`src/hw/ps2_kbd_defs.svh`:
```
/*
	PS/2 keyboard controller parameters
	Bus addresses, queue size, identification words and receiver timeout
*/
`ifndef PS2_KBD_DEFS_SVH
`define PS2_KBD_DEFS_SVH

// Scancode port, one word
`define PS2_KBD_DATA_ADDR       32'h0000_0400
// First address past the information memory
`define PS2_KBD_SPECIAL_LIMIT   32'h0000_0400

// Key queue size and pointer width
`define PS2_KBD_FIFO_DEPTH      32
`define PS2_KBD_FIFO_AW         5

// Read-only identification words
`define PS2_KBD_DEVICE_KIND     32'h0000_000A
`define PS2_KBD_VERSION         32'h0000_0001

// System cycles without a PS/2 clock edge before a partial frame is dropped
`define PS2_IDLE_TIMEOUT        4096

`endif

```
`src/hw/ps2_kbd_pkg.sv`:
```
/*
	PS/2 keyboard controller types
	Scancode, device bus word and receiver FSM state
*/
`default_nettype none

package ps2_kbd_pkg;

	// Raw keyboard scancode
	typedef logic [7:0] scancode_t;

	// Device bus data word
	typedef logic [31:0] dev_word_t;

	// Frame receiver states
	typedef enum logic [1:0] {
		RX_IDLE  = 2'd0,
		// Start bit seen, collecting the rest
		RX_SHIFT = 2'd1,
		// Eleven bits in, frame checked here
		RX_DONE  = 2'd2
	} ps2_rx_state_t;

endpackage

`default_nettype wire

```
`src/hw/ps2_receive.sv`:
```
/*
	PS/2 frame receiver
	Synchronizes the keyboard pins and shifts in 11-bit frames on falling
	PS/2 clock edges. Good frames (start 0, odd parity, stop 1) give one
	key_valid strobe. Stalled frames are dropped after an idle timeout.
*/
`default_nettype none
`include "ps2_kbd_defs.svh"

module ps2_receive
	import ps2_kbd_pkg::*;
(
	input wire              iCLOCK,
	input wire              inRESET,
	// Keyboard pins
	input wire              ps2_clock,
	input wire              ps2_data,
	// Received key
	output logic            key_valid,
	output scancode_t       key_code
);

	localparam int FRAME_BITS = 11;
	localparam int TO_W = $clog2(`PS2_IDLE_TIMEOUT);
	localparam logic [TO_W-1:0] TO_LAST = TO_W'(`PS2_IDLE_TIMEOUT - 1);

	// Two-stage synchronizers
	logic clk_s1;
	logic clk_s2;
	logic clk_prev;
	logic data_s1;
	logic data_s2;
	logic clk_fall;

	ps2_rx_state_t       state;
	logic [3:0]          bit_cnt;
	logic [TO_W-1:0]     idle_cnt;
	logic [FRAME_BITS-1:0] frame;
	logic                frame_ok;

	// Pins idle high
	always_ff @(posedge iCLOCK or negedge inRESET) begin
		if (!inRESET) begin
			clk_s1 <= 1'b1;
			clk_s2 <= 1'b1;
			clk_prev <= 1'b1;
			data_s1 <= 1'b1;
			data_s2 <= 1'b1;
		end else begin
			clk_s1 <= ps2_clock;
			clk_s2 <= clk_s1;
			clk_prev <= clk_s2;
			data_s1 <= ps2_data;
			data_s2 <= data_s1;
		end
	end

	// Keyboard drives data, host samples on falling clock
	assign clk_fall = clk_prev & ~clk_s2;

	// Frame FSM
	always_ff @(posedge iCLOCK or negedge inRESET) begin
		if (!inRESET) begin
			state <= RX_IDLE;
			bit_cnt <= 4'd0;
			idle_cnt <= '0;
		end else begin
			case (state)
				RX_IDLE: begin
					idle_cnt <= '0;
					if (clk_fall) begin
						// Start bit taken
						bit_cnt <= 4'd1;
						state <= RX_SHIFT;
					end
				end
				RX_SHIFT: begin
					if (clk_fall) begin
						idle_cnt <= '0;
						bit_cnt <= bit_cnt + 4'd1;
						if (bit_cnt == 4'(FRAME_BITS - 1)) begin
							state <= RX_DONE;
						end
					end else if (idle_cnt == TO_LAST) begin
						// Keyboard went quiet mid-frame
						state <= RX_IDLE;
						bit_cnt <= 4'd0;
					end else begin
						idle_cnt <= idle_cnt + 1'b1;
					end
				end
				RX_DONE: begin
					// One cycle for the strobe
					state <= RX_IDLE;
					bit_cnt <= 4'd0;
				end
				default: begin
					state <= RX_IDLE;
					bit_cnt <= 4'd0;
				end
			endcase
		end
	end

	// Shift right, LSB arrives first
	always_ff @(posedge iCLOCK) begin
		if (clk_fall && state != RX_DONE) begin
			frame <= {data_s2, frame[FRAME_BITS-1:1]};
		end
	end

	// frame[0] start, [8:1] data, [9] parity, [10] stop
	assign frame_ok = !frame[0] && frame[10] && (^frame[9:1]);

	assign key_valid = (state == RX_DONE) && frame_ok;
	assign key_code = frame[8:1];

endmodule

`default_nettype wire

```
`config.mk`:
```
export PLATFORM = sky130hd
export DESIGN_NAME = ps2_receive
export DESIGN_NICKNAME = d
export VERILOG_FILES = /design/src/hw/ps2_kbd_pkg.sv /design/src/hw/ps2_receive.sv
export VERILOG_INCLUDE_DIRS = /design/src /design/src/hw
export SDC_FILE = /design/constraint.sdc
export NUM_CORES = 1
export LEC_CHECK = 0
export BUFFER_PORTS_ARGS = -buffer_cell sky130_fd_sc_hd__buf_2
export CORE_MARGIN = 5
export CORE_UTILIZATION = 35
export DETAILED_ROUTE_END_ITERATION = 10
export MAX_ROUTING_LAYER = met4
export PLACE_DENSITY = 0.55
export SLEW_MARGIN = 20
export SYNTH_ARGS = -nofsm -noshare
export SYNTH_HDL_FRONTEND = slang
export SYNTH_SLANG_ARGS = --single-unit
```
`constraint.sdc`:
```
create_clock -name iCLOCK -period 1.9 [get_ports iCLOCK]
set_input_delay 0.095 -clock iCLOCK [delete_from_list [all_inputs] [get_ports iCLOCK]]
set_output_delay 0.095 -clock iCLOCK [all_outputs]
set_load 0.01 [all_outputs]
```
; ---- Word-level counts from Yosys, hierarchy flattened
; Index checks and enable logic that the tools add are counted.
[totals]
ff_bits = 34
latchBits = 0
ram_bits = 0
mem_bits_ro = 0
inputBits = 4
output_inout_bits = 9
wordCells = 45
memories = 0
[op_classes]
add_sub_neg = 2
n_mul = 0
div = 0
magnitude_cmp = 0
n_eq_ne = 9
shift = 0
muxes = 12
n_bitwise = 2
reduce_logical = 11
[ops]
columns = cell, count
row1 = 12-bit two-way mux, 2
row2 = 12-bit one-hot mux with 2 select lines, 1
row3 = 12-bit by 1-bit adder with 12-bit output (second input constant), 1
row4 = 12-bit equality test (second input constant), 1
row5 = 4-bit two-way mux, 3
row6 = 3-bit inequality test (second input constant), 3
row7 = 9-bit XOR reduction, 1
row8 = 2-bit two-way mux, 4
row9 = 4-bit one-hot mux with 2 select lines, 1
row10 = 4-bit by 1-bit adder with 4-bit output (second input constant), 1
row11 = 4-bit equality test (second input constant), 1
row12 = 1-bit logical AND, 4
row13 = 2-bit inequality test (second input constant), 2
row14 = 2-bit one-hot mux with 2 select lines, 1
row15 = 2-bit AND reduction, 2
row16 = 3-bit AND reduction, 1
row17 = 2-bit by 1-bit equality test with 1-bit output (second input constant), 1
row18 = 2-bit equality test (second input constant), 1
row19 = 2-bit logical NOT, 1
row20 = 2-bit nonzero test, 1
row21 = 1-bit bitwise AND, 1
row22 = 1-bit logical NOT, 1
row23 = 1-bit NOT, 1

; ---- Depth between registers and ports, before layout
[depth]
word_depth = 4
mapped_depth = 6
depth_no_buf = 6

; ---- Worst setup path before layout
; OpenSTA, ideal clock, no wires.
[synth_path]
path_kind = reg-to-reg
startpoint = register idle_cnt[0]
endpoint = register idle_cnt[10]
setup_time_ns = 0.126
arrival_ns = 1.570
required_ns = 1.774
path_slack_ns = 0.204
stages_incl_launch_ff = 6
path_buffers = 0
cell_sequence = dfrtp_1 ha_1 and3_1 and4_4 a21o_1 a221o_1
[synth_via]
elab_chain_cells = 4
elab_cells_between_ends = 7
cone_classes = add/sub (1) / eq/ne (2) / mux (3) / reduce/logical (1)
[synth_rtl]
columns = item, line_no
row1 = "start, declared", ps2_receive.sv:37  ; logic [TO_W-1:0] idle_cnt;
row2 = "start signal, assigned", ps2_receive.sv:89  ; idle_cnt <= idle_cnt + 1'b1;
row3 = 12-bit by 1-bit adder with 12-bit output, ps2_receive.sv:89
row4 = 12-bit two-way mux, ps2_receive.sv:84  ; end else if (idle_cnt == TO_LAST) begin
row5 = 12-bit two-way mux, ps2_receive.sv:78  ; if (clk_fall) begin
row6 = 12-bit one-hot mux with 2 select lines, ps2_receive.sv:68  ; case (state)
; Parallel ways exist; a longest one is shown, timed or not. The select of a mux whose other input is x is not followed.
; A chain may end at the register's enable or synchronous reset.

; ---- Final worst setup path
[layout_path]
startpoint = register frame[5]
endpoint = output key_valid
[layout_via]
elab_chain_cells = 3
[layout_rtl]
columns = item, line_no
row1 = "start, declared", ps2_receive.sv:38  ; logic [FRAME_BITS-1:0] frame;
row2 = "start signal, assigned", ps2_receive.sv:108  ; frame <= {data_s2, frame[FRAME_BITS-1:1]};
row3 = 9-bit XOR reduction, ps2_receive.sv:113  ; assign frame_ok = !frame[0] && frame[10] && (^frame[9:1]);
row4 = 1-bit logical AND, ps2_receive.sv:113
row5 = 1-bit logical AND, ps2_receive.sv:115  ; assign key_valid = (state == RX_DONE) && frame_ok;
row6 = "end, declared", ps2_receive.sv:19  ; output logic key_valid,
; Every way passes these cells.

==> run metrics <==
critical path launch point type register; Critical Path Source frame[5]; Slew @ Worst Pin around 0.53 ns; Req. time, crit path 1.80 ns; Worst R2R End idle_cnt[10]; most frequent CP cell xnor2_1; met2 GRT Util 17.91%; DRC 0; fmax 544.4 MHz; kind of critical path register to primary output; power share of the sequential group approximately 51%; post-DR vias/cell 5.291; TritonCTS buffer count 5; clk sink count 34; CP max-delay cell edfxtp_1; RR Startpoint idle_cnt[0]; final hold vios 0; CTS tree built; Worst Setup End Kind primary output; DR vias 1127; logic gate share of total power around 11%; Routed WL roughly 3 mm; hold crit path type primary input to asynchronous set/reset pin; Post-synth top cells dfrtp_1, edfxtp_1; initial drt markers approximately 80; internal power 1.294 mW; Die X approximately 79 um; worst skew pair latency around 0.29 ns; FF+latch count, synth 34; max incr delay on CP roughly 0.43 ns; Top FF cell, synth dfrtp_1; Crit Path Max Fanout 3; largest area contributor in the netlist dfrtp_1; CTS Buffer Depth 2; status completed; Sw Pwr 0.4230 mW; Post-DP Area 1744 um2; wire per inst 14.03 um; met3 Resource Use GR between 4 and 5%; Cell Area, Synth roughly 1700 um2; CTS Root Buffer Type clkbuf_8; final non-filler cell area between 1500 and 2000 um2; Starting Density between 30 and 40%; Syn Inst Count 141; PD cells 905.9 nW/um2; H-tree depth 2; # Max-Cap Violations 0; CP endpoint key_valid; Pleak between 0.8 and 0.9 nW; Core ar. 4661 um2; ys async rst share roughly two thirds; setup slack after layout 0.06323 ns; fin cells ~210; syn nets 148; GRT Resource Usage Total about 11%; area fraction of the dominant cell type after synthesis between 20 and 30%; IO Port Bufs 12; gpl congestion ~0.77; Slew Viols, Final 0; placed cell count 201; P&R area growth vs syn 14.00%; delay-heaviest family, CP XOR/XNOR gates; Finish-stage setup viols 0; met1 usage in global routing 12.57%; share of cells above drive strength 1 a little under a quarter; part of the power in the clock network roughly two fifths; Slew HR about two thirds; VDD IR max between 300 and 400 uV; RSZ-0062 raised after global routing yes; top post-synthesis cells by area dfrtp_1, edfxtp_1, dfstp_2; drt first pass iters 5; number of inserted diodes 0; initial antenna violation count 0; Clk pin slew, worst setup/hold paths 0.08 ns; DP HPWL 2.141 mm; TNS Setup 0 ns; Yosys Warn Count 0; Final period util a little over nine tenths; first-pass GRT wire length 5.147 mm; Site Rows 25; GRT busiest layer met2; sequential share of the synthesized area 54.85%; pin count of the biggest net entering global routing 24; chip height between 70 and 80 um; FF-to-FF setup slack around 0.080 ns; vias in the first global route around 1100; clock skew roughly 0.0087 ns; Setup Slack @ Placement between 0.08 and 0.09 ns; grt ovf 0; utilization after layout approximately two fifths; number of synthesized flops with an enable pin 11; Ports 13; Levels on crit path 5; sw frac between 20 and 25%; Unique masters post-synth 44; count leader, synth dfrtp_1; r2r worst-path depth 5; crit path DAT approximately 1.7 ns; min Tclk post-route between 1.5 and 2 ns; Antenna Nets Post-Route 0; nets around 170; die area between 6000 and 7000 um2; cells along the critical path xnor2_1 > xnor3_1 > xnor2_1 > and4b_1 > buf_2; CP bufs+invs 1; post-synthesis area per instance 11.79 um2
-- power groups by stage --
stage | registers (mW) | clock network, mW | logic (mW)
floorplan | 0.871 | 0 | 0.144
global placement | 0.883 | 0 | 0.177
detailed placement | 0.885 | 0 | 0.181
CTS | 0.872 | 0.690 | 0.188
global route | 0.881 | 0.731 | 0.211
finish | 0.872 | 0.660 | 0.185
-- placed cells by master, fill, tap and decap left out, types with 5 or more instances in the layout --
cell type	instances
nor2_1	7
nor3_1	5
dfrtp_1	18
a21oi_1	8
xnor2_1	6
clkbuf_8	5
buf_2	12
edfxtp_1	11
buf_4	7
nand3_1	8
dfstp_2	5
and3_1	8
-- how the worst min path moves through the flow --
stage / start / end / slack (ns) / depth (start not counted)
finish: inRESET / idle_cnt[10] / 0.31 / 2
global route: clk_s1 / clk_s2 / 0.36 / 0
CTS: inRESET / idle_cnt[10] / 0.32 / 2
detailed placement: inRESET / idle_cnt[9] / 0.11 / 1
global placement: inRESET / idle_cnt[9] / 0.10 / 1
floorplan: inRESET / bit_cnt[0] / -0.20 / 0
-- routing by layer --
metal	wire length (um)	share of wire, %	vias up
met5	0	0	-
met3	150	5.0	2
li1	-	-	553
met4	18	0.60	0
met1	1362	46	551
met2	1457	49	21
-- timing repair --
action	CTS	global route
gates resized for setup	0	0
hold endpoints to repair	20	0
setup endpoints to repair	1	1
hold buffers	3	0
setup buffers	1	0
pin swaps	0	5
-- cell families after synthesis --
family,Yosys count,synth area share [%]
AOI/OAI and AO/OA,30,13.02
xor gates and xnor gates,9,5.568
adders and majority gates,3,2.258
buffers and inverters,15,6.170
DFF,34,54.85
and+or+nand+nor,50,18.14
-- layout make-up --
class | count | area [um2]
repair buffers | 22 | 142.6
multi-input cells | 92 | 648.1
inverters | 3 | 11.26
well taps | 54 | 67.56
clock buffers | 5 | 68.82
flip-flops and latches | 34 | 912.1
clock inverters | 3 | 45.04
fillers | 437 | 2765
-- through the flow --
| step | hold WS (ns) | power, mW |
|---|---|---|
| after floorplan | -0.2006 | 1.015 |
| after global placement | 0.1027 | 1.061 |
| after detailed placement | 0.1056 | 1.067 |
| after CTS | 0.3192 | 1.750 |
| after global routing | 0.3625 | 1.823 |
| final | 0.3105 | 1.717 |
-- registers in the layout, indices dropped and copies added, names as in the netlist --
signal    count
bit_cnt       4
clk_s1        1
clk_s2        1
frame        11
clk_prev      1
data_s1       1
idle_cnt     12
data_s2       1
state         2
Note: power is estimated with default switching activity, not from simulation.
