[src/hw/ps2_kbd_defs.svh]
/*
	PS/2 keyboard controller parameters
	Bus addresses, queue size, identification words and receiver timeout
*/
`ifndef PS2_KBD_DEFS_SVH
`define PS2_KBD_DEFS_SVH

// Scancode port, one word
`define PS2_KBD_DATA_ADDR       32'h0000_0400
// First address past the information memory
`define PS2_KBD_SPECIAL_LIMIT   32'h0000_0400

// Key queue size and pointer width
`define PS2_KBD_FIFO_DEPTH      32
`define PS2_KBD_FIFO_AW         5

// Read-only identification words
`define PS2_KBD_DEVICE_KIND     32'h0000_000A
`define PS2_KBD_VERSION         32'h0000_0001

// System cycles without a PS/2 clock edge before a partial frame is dropped
`define PS2_IDLE_TIMEOUT        4096

`endif

[src/hw/ps2_kbd_pkg.sv]
/*
	PS/2 keyboard controller types
	Scancode, device bus word and receiver FSM state
*/
`default_nettype none

package ps2_kbd_pkg;

	// Raw keyboard scancode
	typedef logic [7:0] scancode_t;

	// Device bus data word
	typedef logic [31:0] dev_word_t;

	// Frame receiver states
	typedef enum logic [1:0] {
		RX_IDLE  = 2'd0,
		// Start bit seen, collecting the rest
		RX_SHIFT = 2'd1,
		// Eleven bits in, frame checked here
		RX_DONE  = 2'd2
	} ps2_rx_state_t;

endpackage

`default_nettype wire

[src/hw/sync_fifo.sv]
/*
	Scancode queue
	Synchronous circular buffer, head visible without read latency
*/
`default_nettype none

module sync_fifo
	import ps2_kbd_pkg::*;
#(
	parameter int DEPTH = 32,
	parameter int AW = 5
)(
	input wire              iCLOCK,
	input wire              inRESET,
	// Write side
	input wire              wr_en,
	input wire scancode_t   wr_data,
	output logic            full,
	// Read side
	input wire              rd_en,
	output scancode_t       rd_data,
	output logic            empty
);

	scancode_t      mem [0:DEPTH-1];
	logic [AW-1:0]  wr_ptr;
	logic [AW-1:0]  rd_ptr;
	// One extra bit to hold DEPTH
	logic [AW:0]    count;
	logic           do_wr;
	logic           do_rd;

	assign full = (count == (AW+1)'(DEPTH));
	assign empty = (count == '0);

	// Overflow and underflow are dropped
	assign do_wr = wr_en && !full;
	assign do_rd = rd_en && !empty;

	always_ff @(posedge iCLOCK or negedge inRESET) begin
		if (!inRESET) begin
			wr_ptr <= '0;
			rd_ptr <= '0;
			count <= '0;
		end else begin
			if (do_wr) begin
				wr_ptr <= wr_ptr + 1'b1;
			end
			if (do_rd) begin
				rd_ptr <= rd_ptr + 1'b1;
			end
			// Simultaneous push and pop keeps the level
			if (do_wr && !do_rd) begin
				count <= count + 1'b1;
			end else if (do_rd && !do_wr) begin
				count <= count - 1'b1;
			end
		end
	end

	always_ff @(posedge iCLOCK) begin
		if (do_wr) begin
			mem[wr_ptr] <= wr_data;
		end
	end

	// First word fall through
	assign rd_data = mem[rd_ptr];

endmodule

`default_nettype wire

[config.mk]
export PLATFORM = sky130hd
export DESIGN_NAME = sync_fifo
export DESIGN_NICKNAME = d
export VERILOG_FILES = /design/src/hw/ps2_kbd_defs.svh /design/src/hw/ps2_kbd_pkg.sv /design/src/hw/sync_fifo.sv
export SDC_FILE = /design/constraint.sdc
export NUM_CORES = 1
export LEC_CHECK = 0
export ABC_AREA = 1
export BUFFER_PORTS_ARGS = -buffer_cell sky130_fd_sc_hd__buf_4
export CAP_MARGIN = 5
export CORE_MARGIN = 1
export CORE_UTILIZATION = 60
export DETAILED_ROUTE_END_ITERATION = 12
export HOLD_SLACK_MARGIN = 0.08
export PLACE_DENSITY = 0.77
export SLEW_MARGIN = 20
export SYNTH_ARGS = -nofsm -noshare
export SYNTH_HDL_FRONTEND = slang
export SYNTH_SLANG_ARGS = --single-unit
[constraint.sdc]
create_clock -name iCLOCK -period 2.7 [get_ports iCLOCK]
set_input_delay 0.135 -clock iCLOCK [delete_from_list [all_inputs] [get_ports iCLOCK]]
set_output_delay 0.135 -clock iCLOCK [all_outputs]
set_load 0.005 [all_outputs]
Word-level counts from Yosys, hierarchy flattened
Memories as Yosys holds them, arrays and structs flattened. Index checks and enable logic that the tools add are counted.

Memories: 1. RAM bits: 256. Bits in registers: 16. Input bits: 12. Word-level logic and storage cells: 23. Output and inout port bits: 10.

Equal/unequal tests: 1. Add/sub/neg operators: 4. Reductions and logical operators: 10. Mux-type cells: 4.

Memory list: mem (depth 32, bits a word 8, read ports 1, clocked after memory_dff 0, write ports 1, RTL line sync_fifo.sv:25) `scancode_t mem [0:DEPTH-1];`.

Operators with widths (count): $mux W6 (2); $add A5 B1 Y5 const B (2); $add A6 B1 Y6 const B (1); $eq A6 B6 Y1 const B (1); $logic_not A6 Y1 (1); $sub A6 B1 Y6 const B (1); $logic_and A1 B1 Y1 (4); $logic_not A1 Y1 (4); $mux W1 (2); $reduce_bool A2 Y1 (1).

Logic depth before layout (Yosys ltp)
Gate-level depths: netlist of run 1.

Depth after elaboration: 7. Gate-level depth with buffers: 17. Gate-level depth less buffers: 17.

Least setup slack after synthesis of run 1
No wires, ideal clock.

Kind: register -> register. Start: reg count[0]. End: reg count[3]. Path slack: 414 ps. Buffers on the path: 0. Clock period less this slack: 2286 ps. Arrival time: 2160 ps. Data required time: 2574 ps. Stages on the path, launching flop included: 15. Library setup time: 126 ps. Path through: dfrtp_1 -> inv_1 -> nand3_1 -> nor2_1 -> nand2_1 -> nand2_2 -> inv_1 -> ha_1 -> inv_1 -> ha_1 -> nand2_1 -> nand3_1 -> or2_2 -> nand3_1 -> o21ai_0.

Word-level cells in the longest chain between the ends: 6. Elaborated cells on any way between the ends: 15. Those cells by class: add/sub (2); eq/ne (1); mux (2); reduce/logical (10).

Ends and longest elaborated chain: from (decl) (RTL line sync_fifo.sv:29) `logic [AW:0] count;`; from (signal assigned) (RTL line sync_fifo.sv:54) `count <= count + 1'b1;`; from (signal assigned) (RTL line sync_fifo.sv:56) `count <= count - 1'b1;`; $eq A6 B6 Y1 * (RTL line sync_fifo.sv:33) `assign full = (count == (AW+1)'(DEPTH));`; $logic_not A1 Y1 * (RTL line sync_fifo.sv:37) `assign do_wr = wr_en && !full;`; $logic_and A1 B1 Y1 * (RTL line sync_fifo.sv:37); named net do_wr (RTL line sync_fifo.sv:30) `logic do_wr;`; $logic_not A1 Y1 (RTL line sync_fifo.sv:55) `end else if (do_rd && !do_wr) begin`; $logic_and A1 B1 Y1 (RTL line sync_fifo.sv:55); $reduce_bool A2 Y1 (no line).

The timed path passes the listed nets; every way through them passes the cells marked *. The select of a mux whose other input is x is not followed. A chain may end at the register's enable or synchronous reset.

Worst setup path after layout of run 1
Start: reg rd_ptr[0]. End: out rd_data[0].

Word-level cells in the longest chain between the ends: 1.

Ends and longest elaborated chain: from (decl) (RTL line sync_fifo.sv:27) `logic [AW-1:0] rd_ptr;`; from (signal assigned) (RTL line sync_fifo.sv:50) `rd_ptr <= rd_ptr + 1'b1;`; $mem_v2 Z32 W8; to (decl) (RTL line sync_fifo.sv:21) `output scancode_t rd_data,`.

Every way passes these cells.

==> results.yml, run 1 <==
cts:
  clockBufferDepth: 3
  cts_setup_buffers: 0
  clock_sinks: 272
  cts_tree: "built"
  cts_buffers: 27
  root_buffer: "clkbuf_16"
  htree_levels: 1
  clk_latency_ns: 0.53
  clk_pin_slew_ns: 0.06
timing:
  fmax_ghz: 0.385
  rsz0062_at_grt: "false"
  hold_viol: 0
  period_needed_ns: 2.59
  tns_ns: 0
  finalSetupViolCount: 0
  tightest_slew_ns: 1.07
  slew_headroom: 0.282
  finalMaxSlewViolations: 0
  fin_skew_ns: 0.0140
  fin_crit_sh: 0.961
  worst_slack_ns: 0.105
worst_setup_path:
  worstSetupPathType: "reg -> out"
  cp_top_family: "simple AND/OR/NAND/NOR gates"
  cpPeakStageDelay_ns: 0.47
  cp-start-kind: "flip-flop"
  cp_num_buf_inv: 4
  crit_path_end_kind: "output port"
  critPathSlowestCell: "dfrtp_4"
  crit_arrival_ns: 2.46
  path_cells: "clkinv_2, buf_12, nand2_1, nand3_1, nand3_1, nand2_1, nor2_1, nand2_1, nand2_1, inv_1, buf_4"
  crit_required_ns: 2.57
  cpMostUsedCell: "nand2_1"
  cp_max_fo: 30
finish:
  drive_gt1_frac: 0.0914
  layoutNonFillerInstCount: 1479
  syn2layout_area_growth_pct: 13.0
  n_antenna_cell: 0
  num-nets-final: 1218
logic_synthesis:
  synth_area_per_cell_sq_um: 10.4
  ys.flop_type: "edfxtp_1"
  synthCells: 1148
  yosysWarnings: 0
  syn_area_sq_mm: 0.0119
  yosys-top-cells-count: "382 x nand2_1, 256 x edfxtp_1, 171 x nand3_1, 149 x inv_1, 37 x buf_2"
  synth_cell_types: 25
  synth.most_common_cell: "nand2_1"
  syn_nets: 1172
  synth_top_area_cell: "edfxtp_1"
  synth_edf_count: 256
  ys_top_cells_by_area: "edfxtp_1 64%, nand2_1 12%, nand3_1 7.2%"
  synth_top_area_frac: 0.644
  yosys_register_bits: 272
  seq_area_frac_synth: 0.678
  async_reset_ff_frac: 0.0588
placed_design:
  portBuffers: 21
  dp_slack_ns: 0.118
  dp_hpwl_mm: 16.2
  dp.cells: 1420
  routabilityCongestion: 0.849
routing:
  vias: 8135
  drt-vias-per-instance: 5.50
  ant_nets: 0
  dr.first_iter.drc_count: 923
  drt_pre_antenna_iters: 5
  routed_wl_mm: 27.1
  wl_per_cell_um: 18.3
  drc: 0
status:
  status: "completed"
floorplan:
  placementRows: 51
  dieArea_sq_mm: 0.0205
  io_pins: 22
  start_util: 0.613
  core-area_sq_mm: 0.0195
  die_w_um: 143
  fp.dieH_um: 143
global_route:
  gr-usage-all-layers: 0.278
  grt-ovfl-total: 0
  antenna_found_initial: 0
  grt_pass1_wl_mm: 42.0
  grt_max_degree: 82
  grt_pass1_vias: 7636
min_path:
  min_path_type: "in -> reg"
pwr:
  vdd_drop_max_uv: 849
  power_density_mw_per_mm2: 1010
  leakagePower_nw: 5.57
flow_run:
  maxCapViolations: 0
[state kept, by name, summed over array words and instances (netlist names)]
signal	cells
count	6
rd_ptr	5
wr_ptr	5
mem	256
[cell type report]
type	count	area, sq um
repair buffers	70	626
fillers	1402	5980
multi-input cells	666	3020
clock buffers	33	698
inverters	157	592
flip-flops and latches	272	8090
clock inverters	16	125
well taps	265	332
[per-layer routing]
layer / up-vias / wire length [um] / global-route usage
met4: 0 / 810 / 0.0939
li1: 3880 / - / -
met3: 54 / 2230 / 0.0376
met5: - / 0 / 0
met2: 382 / 13000 / 0.452
met1: 3819 / 11100 / 0.388
[per-stage QoR]
stage,power [mW],util,hold WS (ns),cell area [sq um]
3_3_place_gp,9.95,0.643,0.00813,12500
5_1_grt,14.3,0.693,0.0849,13500
3_5_place_dp,10.1,0.644,0.00712,12500
4_1_cts,13.6,0.691,0.0804,13400
6_report,13.6,0.693,0.0829,13500
2_1_floorplan,8.38,-,-0.161,11900
[repair_timing]
action / CTS / global route
hold endpoints to repair: 177 / 2
setup endpoints to repair: 0 / 5
gates resized for setup: 0 / 5
hold buffers: 9 / 1
[cell usage in the layout, fill, tap and decap left out, types with 8 or more instances in the layout]
master	Yosys	layout
nand2_1	382	381
inv_1	149	147
o21ai_0	9	9
a21oi_1	18	18
clkinv_1	5	15
edfxtp_1	256	256
nor3_1	32	26
dlygate4sd3_1	0	10
o211ai_1	8	8
clkbuf_16	0	27
dfrtp_1	16	14
buf_4	7	54
ha_1	11	10
nor2_1	22	21
nand3_1	171	171
[report_power, final]
group | switching [mW] | internal (mW)
combinational | 3.36 | 1.58
sequential | 0.201 | 4.96
clock | 1.49 | 2.02
[worst paths after layout]
check | slack (ns) | startpoint | cells past startpoint | to
worst min register to register | 0.55 | count[5] | 2 | count[5]
worst max register to register | 0.23 | count[0] | 13 | count[3]
worst max-delay path | 0.11 | rd_ptr[0] | 11 | rd_data[0]
worst min-delay path | 0.08 | wr_data[0] | 1 | mem[4][0]
max in group asynchronous | 1.36 | inRESET | 3 | rd_ptr[0]
min in group asynchronous | 0.76 | inRESET | 3 | count[3]
[cell families after synthesis]
kind of cell	count (synthesis)	synth area share
fa+ha+maj	12	0.0132
xor+xnor	8	0.00587
flops	272	0.678
simple gates	609	0.213
buf+inv	210	0.0723
compound gates	37	0.0175
Note: power is estimated with default switching activity, not from simulation.
==> run 2, diff against run 1 <==
Clock period 2.7 ns to 2.45 ns, I/O delays scaled along.
==> run 2 against run 1 <==
  * Routed wire length rose by 5.6%
  * Die area did not move
  * Clock skew rose by 0.0039 ns
  * Hold slack improved by 0.33 ns
  * First-iteration DRC count rose by 2.8%
  * Sequential share of layout area fell by 2.2 points
  * Power rose by 20%
  * Cell count rose by 0.95%
  * Via count rose by 3.1%
  * Largest cell class unchanged
==> results.yml, run 2 (synthesis gave the netlist of run 1 again) <==
routing:
  dr.first_iter.drc_count: 949
  ant_nets: 0
  vias: 8391
  drt-vias-per-instance: 5.62
  wl_per_cell_um: 19.2
  drc: 0
  routed_wl_mm: 28.6
  drt_pre_antenna_iters: 5
floorplan:
  fp.dieH_um: 143
  dieArea_sq_mm: 0.0205
  io_pins: 22
  placementRows: 51
  core-area_sq_mm: 0.0195
  start_util: 0.613
  die_w_um: 143
global_route:
  gr-usage-all-layers: 0.281
  grt_pass1_wl_mm: 42.6
  grt_pass1_vias: 7927
  antenna_found_initial: 0
  grt-ovfl-total: 0
  grt_max_degree: 83
flow_run:
  maxCapViolations: 0
placed_design:
  portBuffers: 21
  routabilityCongestion: 0.877
  placed_cell_area_sq_mm: 0.0125
  dp.cells: 1421
  dp_hpwl_mm: 16.2
min_path:
  min-delay-start: "rd_en"
  whs_path_depth: 4
  hold_path_end: "rd_ptr[3]"
  min_path_type: "in -> reg"
worst_setup_path:
  reg2reg_slack_ns: 0.14
  path_depth: 10
  crit_path_end_kind: "output port"
  cp_max_fo: 56
  cp-start-kind: "flip-flop"
  crit_required_ns: 2.33
  cp_top_family: "simple AND/OR/NAND/NOR gates"
  cpMostUsedCell: "nand2_1"
  r2r_end: "count[3]"
  critPathSlowestCell: "dfrtp_4"
  cpPeakStageDelay_ns: 0.54
  cp_num_buf_inv: 3
  worstSetupPathType: "reg -> out"
  path_cells: "buf_12, nand2_1, nand3_1, nand3_1, nand2_1, nor2_2, nand2_1, nand2_1, inv_1, buf_4"
  rr_worst_depth: 14
  crit_arrival_ns: 2.29
  r2r-start: "count[1]"
finish:
  final_common_cell: "nand2_1"
  layoutNonFillerInstCount: 1493
  final_cell_mix: "376 x nand2_1, 256 x edfxtp_1, 166 x nand3_1, 145 x inv_1, 59 x buf_4"
  seq_area_sq_mm: 0.00809
  drive_gt1_frac: 0.133
  n_fill_cell: 1303
  n_antenna_cell: 0
  syn2layout_area_growth_pct: 17.2
  top_register: "mem"
  largestRegisters: "mem (256), count (6)"
  num-nets-final: 1232
  multi_input_area_sq_mm: 0.00313
  stdcell_area_sq_mm: 0.0140
  largest_register_ffs: 256
cts:
  cts_buffers: 27
  root_buffer: "clkbuf_16"
  clk_latency_ns: 0.54
  clock_sinks: 272
  htree_levels: 1
  clockBufferDepth: 3
  cts_tree: "built"
  clk_pin_slew_ns: 0.06
pwr:
  power_mw: 16.3
  power_density_mw_per_mm2: 1160
  leakagePower_nw: 5.79
  pwr-share-comb: 0.376
  swShare: 0.365
  pwr-share-clk: 0.274
  p_sw_mw: 5.94
  vdd_drop_max_uv: 679
  p_int_mw: 10.4
  p_seq_frac: 0.350
timing:
  rsz0062_at_grt: "true"
  fin_skew_ns: 0.0178
  slew_headroom: 0.262
  tightest_slew_ns: 1.10
  fin_crit_sh: 0.985
  hold_viol: 0
  fmax_ghz: 0.414
  tns_ns: 0
  holdWs_ns: 0.412
  finalSetupViolCount: 0
  period_needed_ns: 2.41
  finalMaxSlewViolations: 0
status:
  status: "completed"
[run 2: cell count changes in the layout (fill, tap and decap cells not counted), moves of 5 or more]
| cell | delta |
|---|---|
| nand3_1 | -5 |
| clkinv_1 | -9 |
| buf_4 | +5 |
| nand2_1 | -5 |
| nor2_1 | -12 |
| nand2_2 | +5 |
| nor2_2 | +9 |
| nand3_2 | +5 |
[run 2: worst reg2reg max path: stages (launching register included)]
cell     delay (ns)
dfrtp_1        0.42
nor2_2         0.13
nand3_1        0.10
nor2_2         0.16
nand2_2        0.08
nand2_2        0.10
inv_2          0.09
ha_4           0.19
inv_4          0.07
ha_1           0.25
nand2_1        0.10
nand3_2        0.09
or2_2          0.28
nand3_1        0.06
o21ai_0        0.08
[run 2: layout make-up]
class	instances	area share
clock inverters	15	0.0164
flip-flops and latches	272	0.579
repair buffers	84	0.0614
well taps	265	0.0237
clock buffers	34	0.0530
multi-input cells	666	0.224
inverters	157	0.0434
[run 2: per-layer routing]
metal	up-vias	global-route usage	share of wire
met5	-	0	0
met4	0	0.102	0.030
met3	61	0.0339	0.092
met2	430	0.469	0.49
met1	3990	0.383	0.39
li1	3910	-	-
[run 2: power by group through the flow]
stage / clock network [mW] / logic, mW / registers [mW]
6_report: 4.46 / 6.13 / 5.70
5_1_grt: 4.64 / 6.68 / 5.74
4_1_cts: 4.50 / 5.56 / 5.68
3_5_place_dp: 0 / 5.26 / 5.76
3_3_place_gp: 0 / 5.14 / 5.74
2_1_floorplan: 0 / 3.55 / 5.69
[run 2: repair_timing]
| action | 4_1_cts | 5_1_grt |
|---|---|---|
| buffers inserted | 0 | 5 |
| endpoints found under the hold margin | 267 | 0 |
| resized for setup | 15 | 37 |
| setup endpoints to repair | 10 | 11 |
| pin swaps | 2 | 13 |
| hold buffers | 12 | 0 |
| gates cloned | 2 | 4 |
[run 2: how the worst max path moves through the flow]
stage / to / from / slack (ns)
after global routing: rd_data[2] / rd_ptr[0] / -0.03
final: rd_data[3] / rd_ptr[0] / 0.04
after CTS: count[3] / count[1] / 0.001
after detailed placement: count[3] / count[1] / -0.09
after floorplan: count[3] / count[0] / 0.16
after global placement: count[3] / count[1] / 0.08
[run 2: per-stage QoR]
| stage | util | setup WS (ns) |
|---|---|---|
| floorplan | - | 0.164 |
| global placement | 0.643 | 0.0787 |
| detailed placement | 0.643 | -0.0872 |
| CTS | 0.705 | 0.00105 |
| global route | 0.719 | -0.0269 |
| finish | 0.719 | 0.0361 |
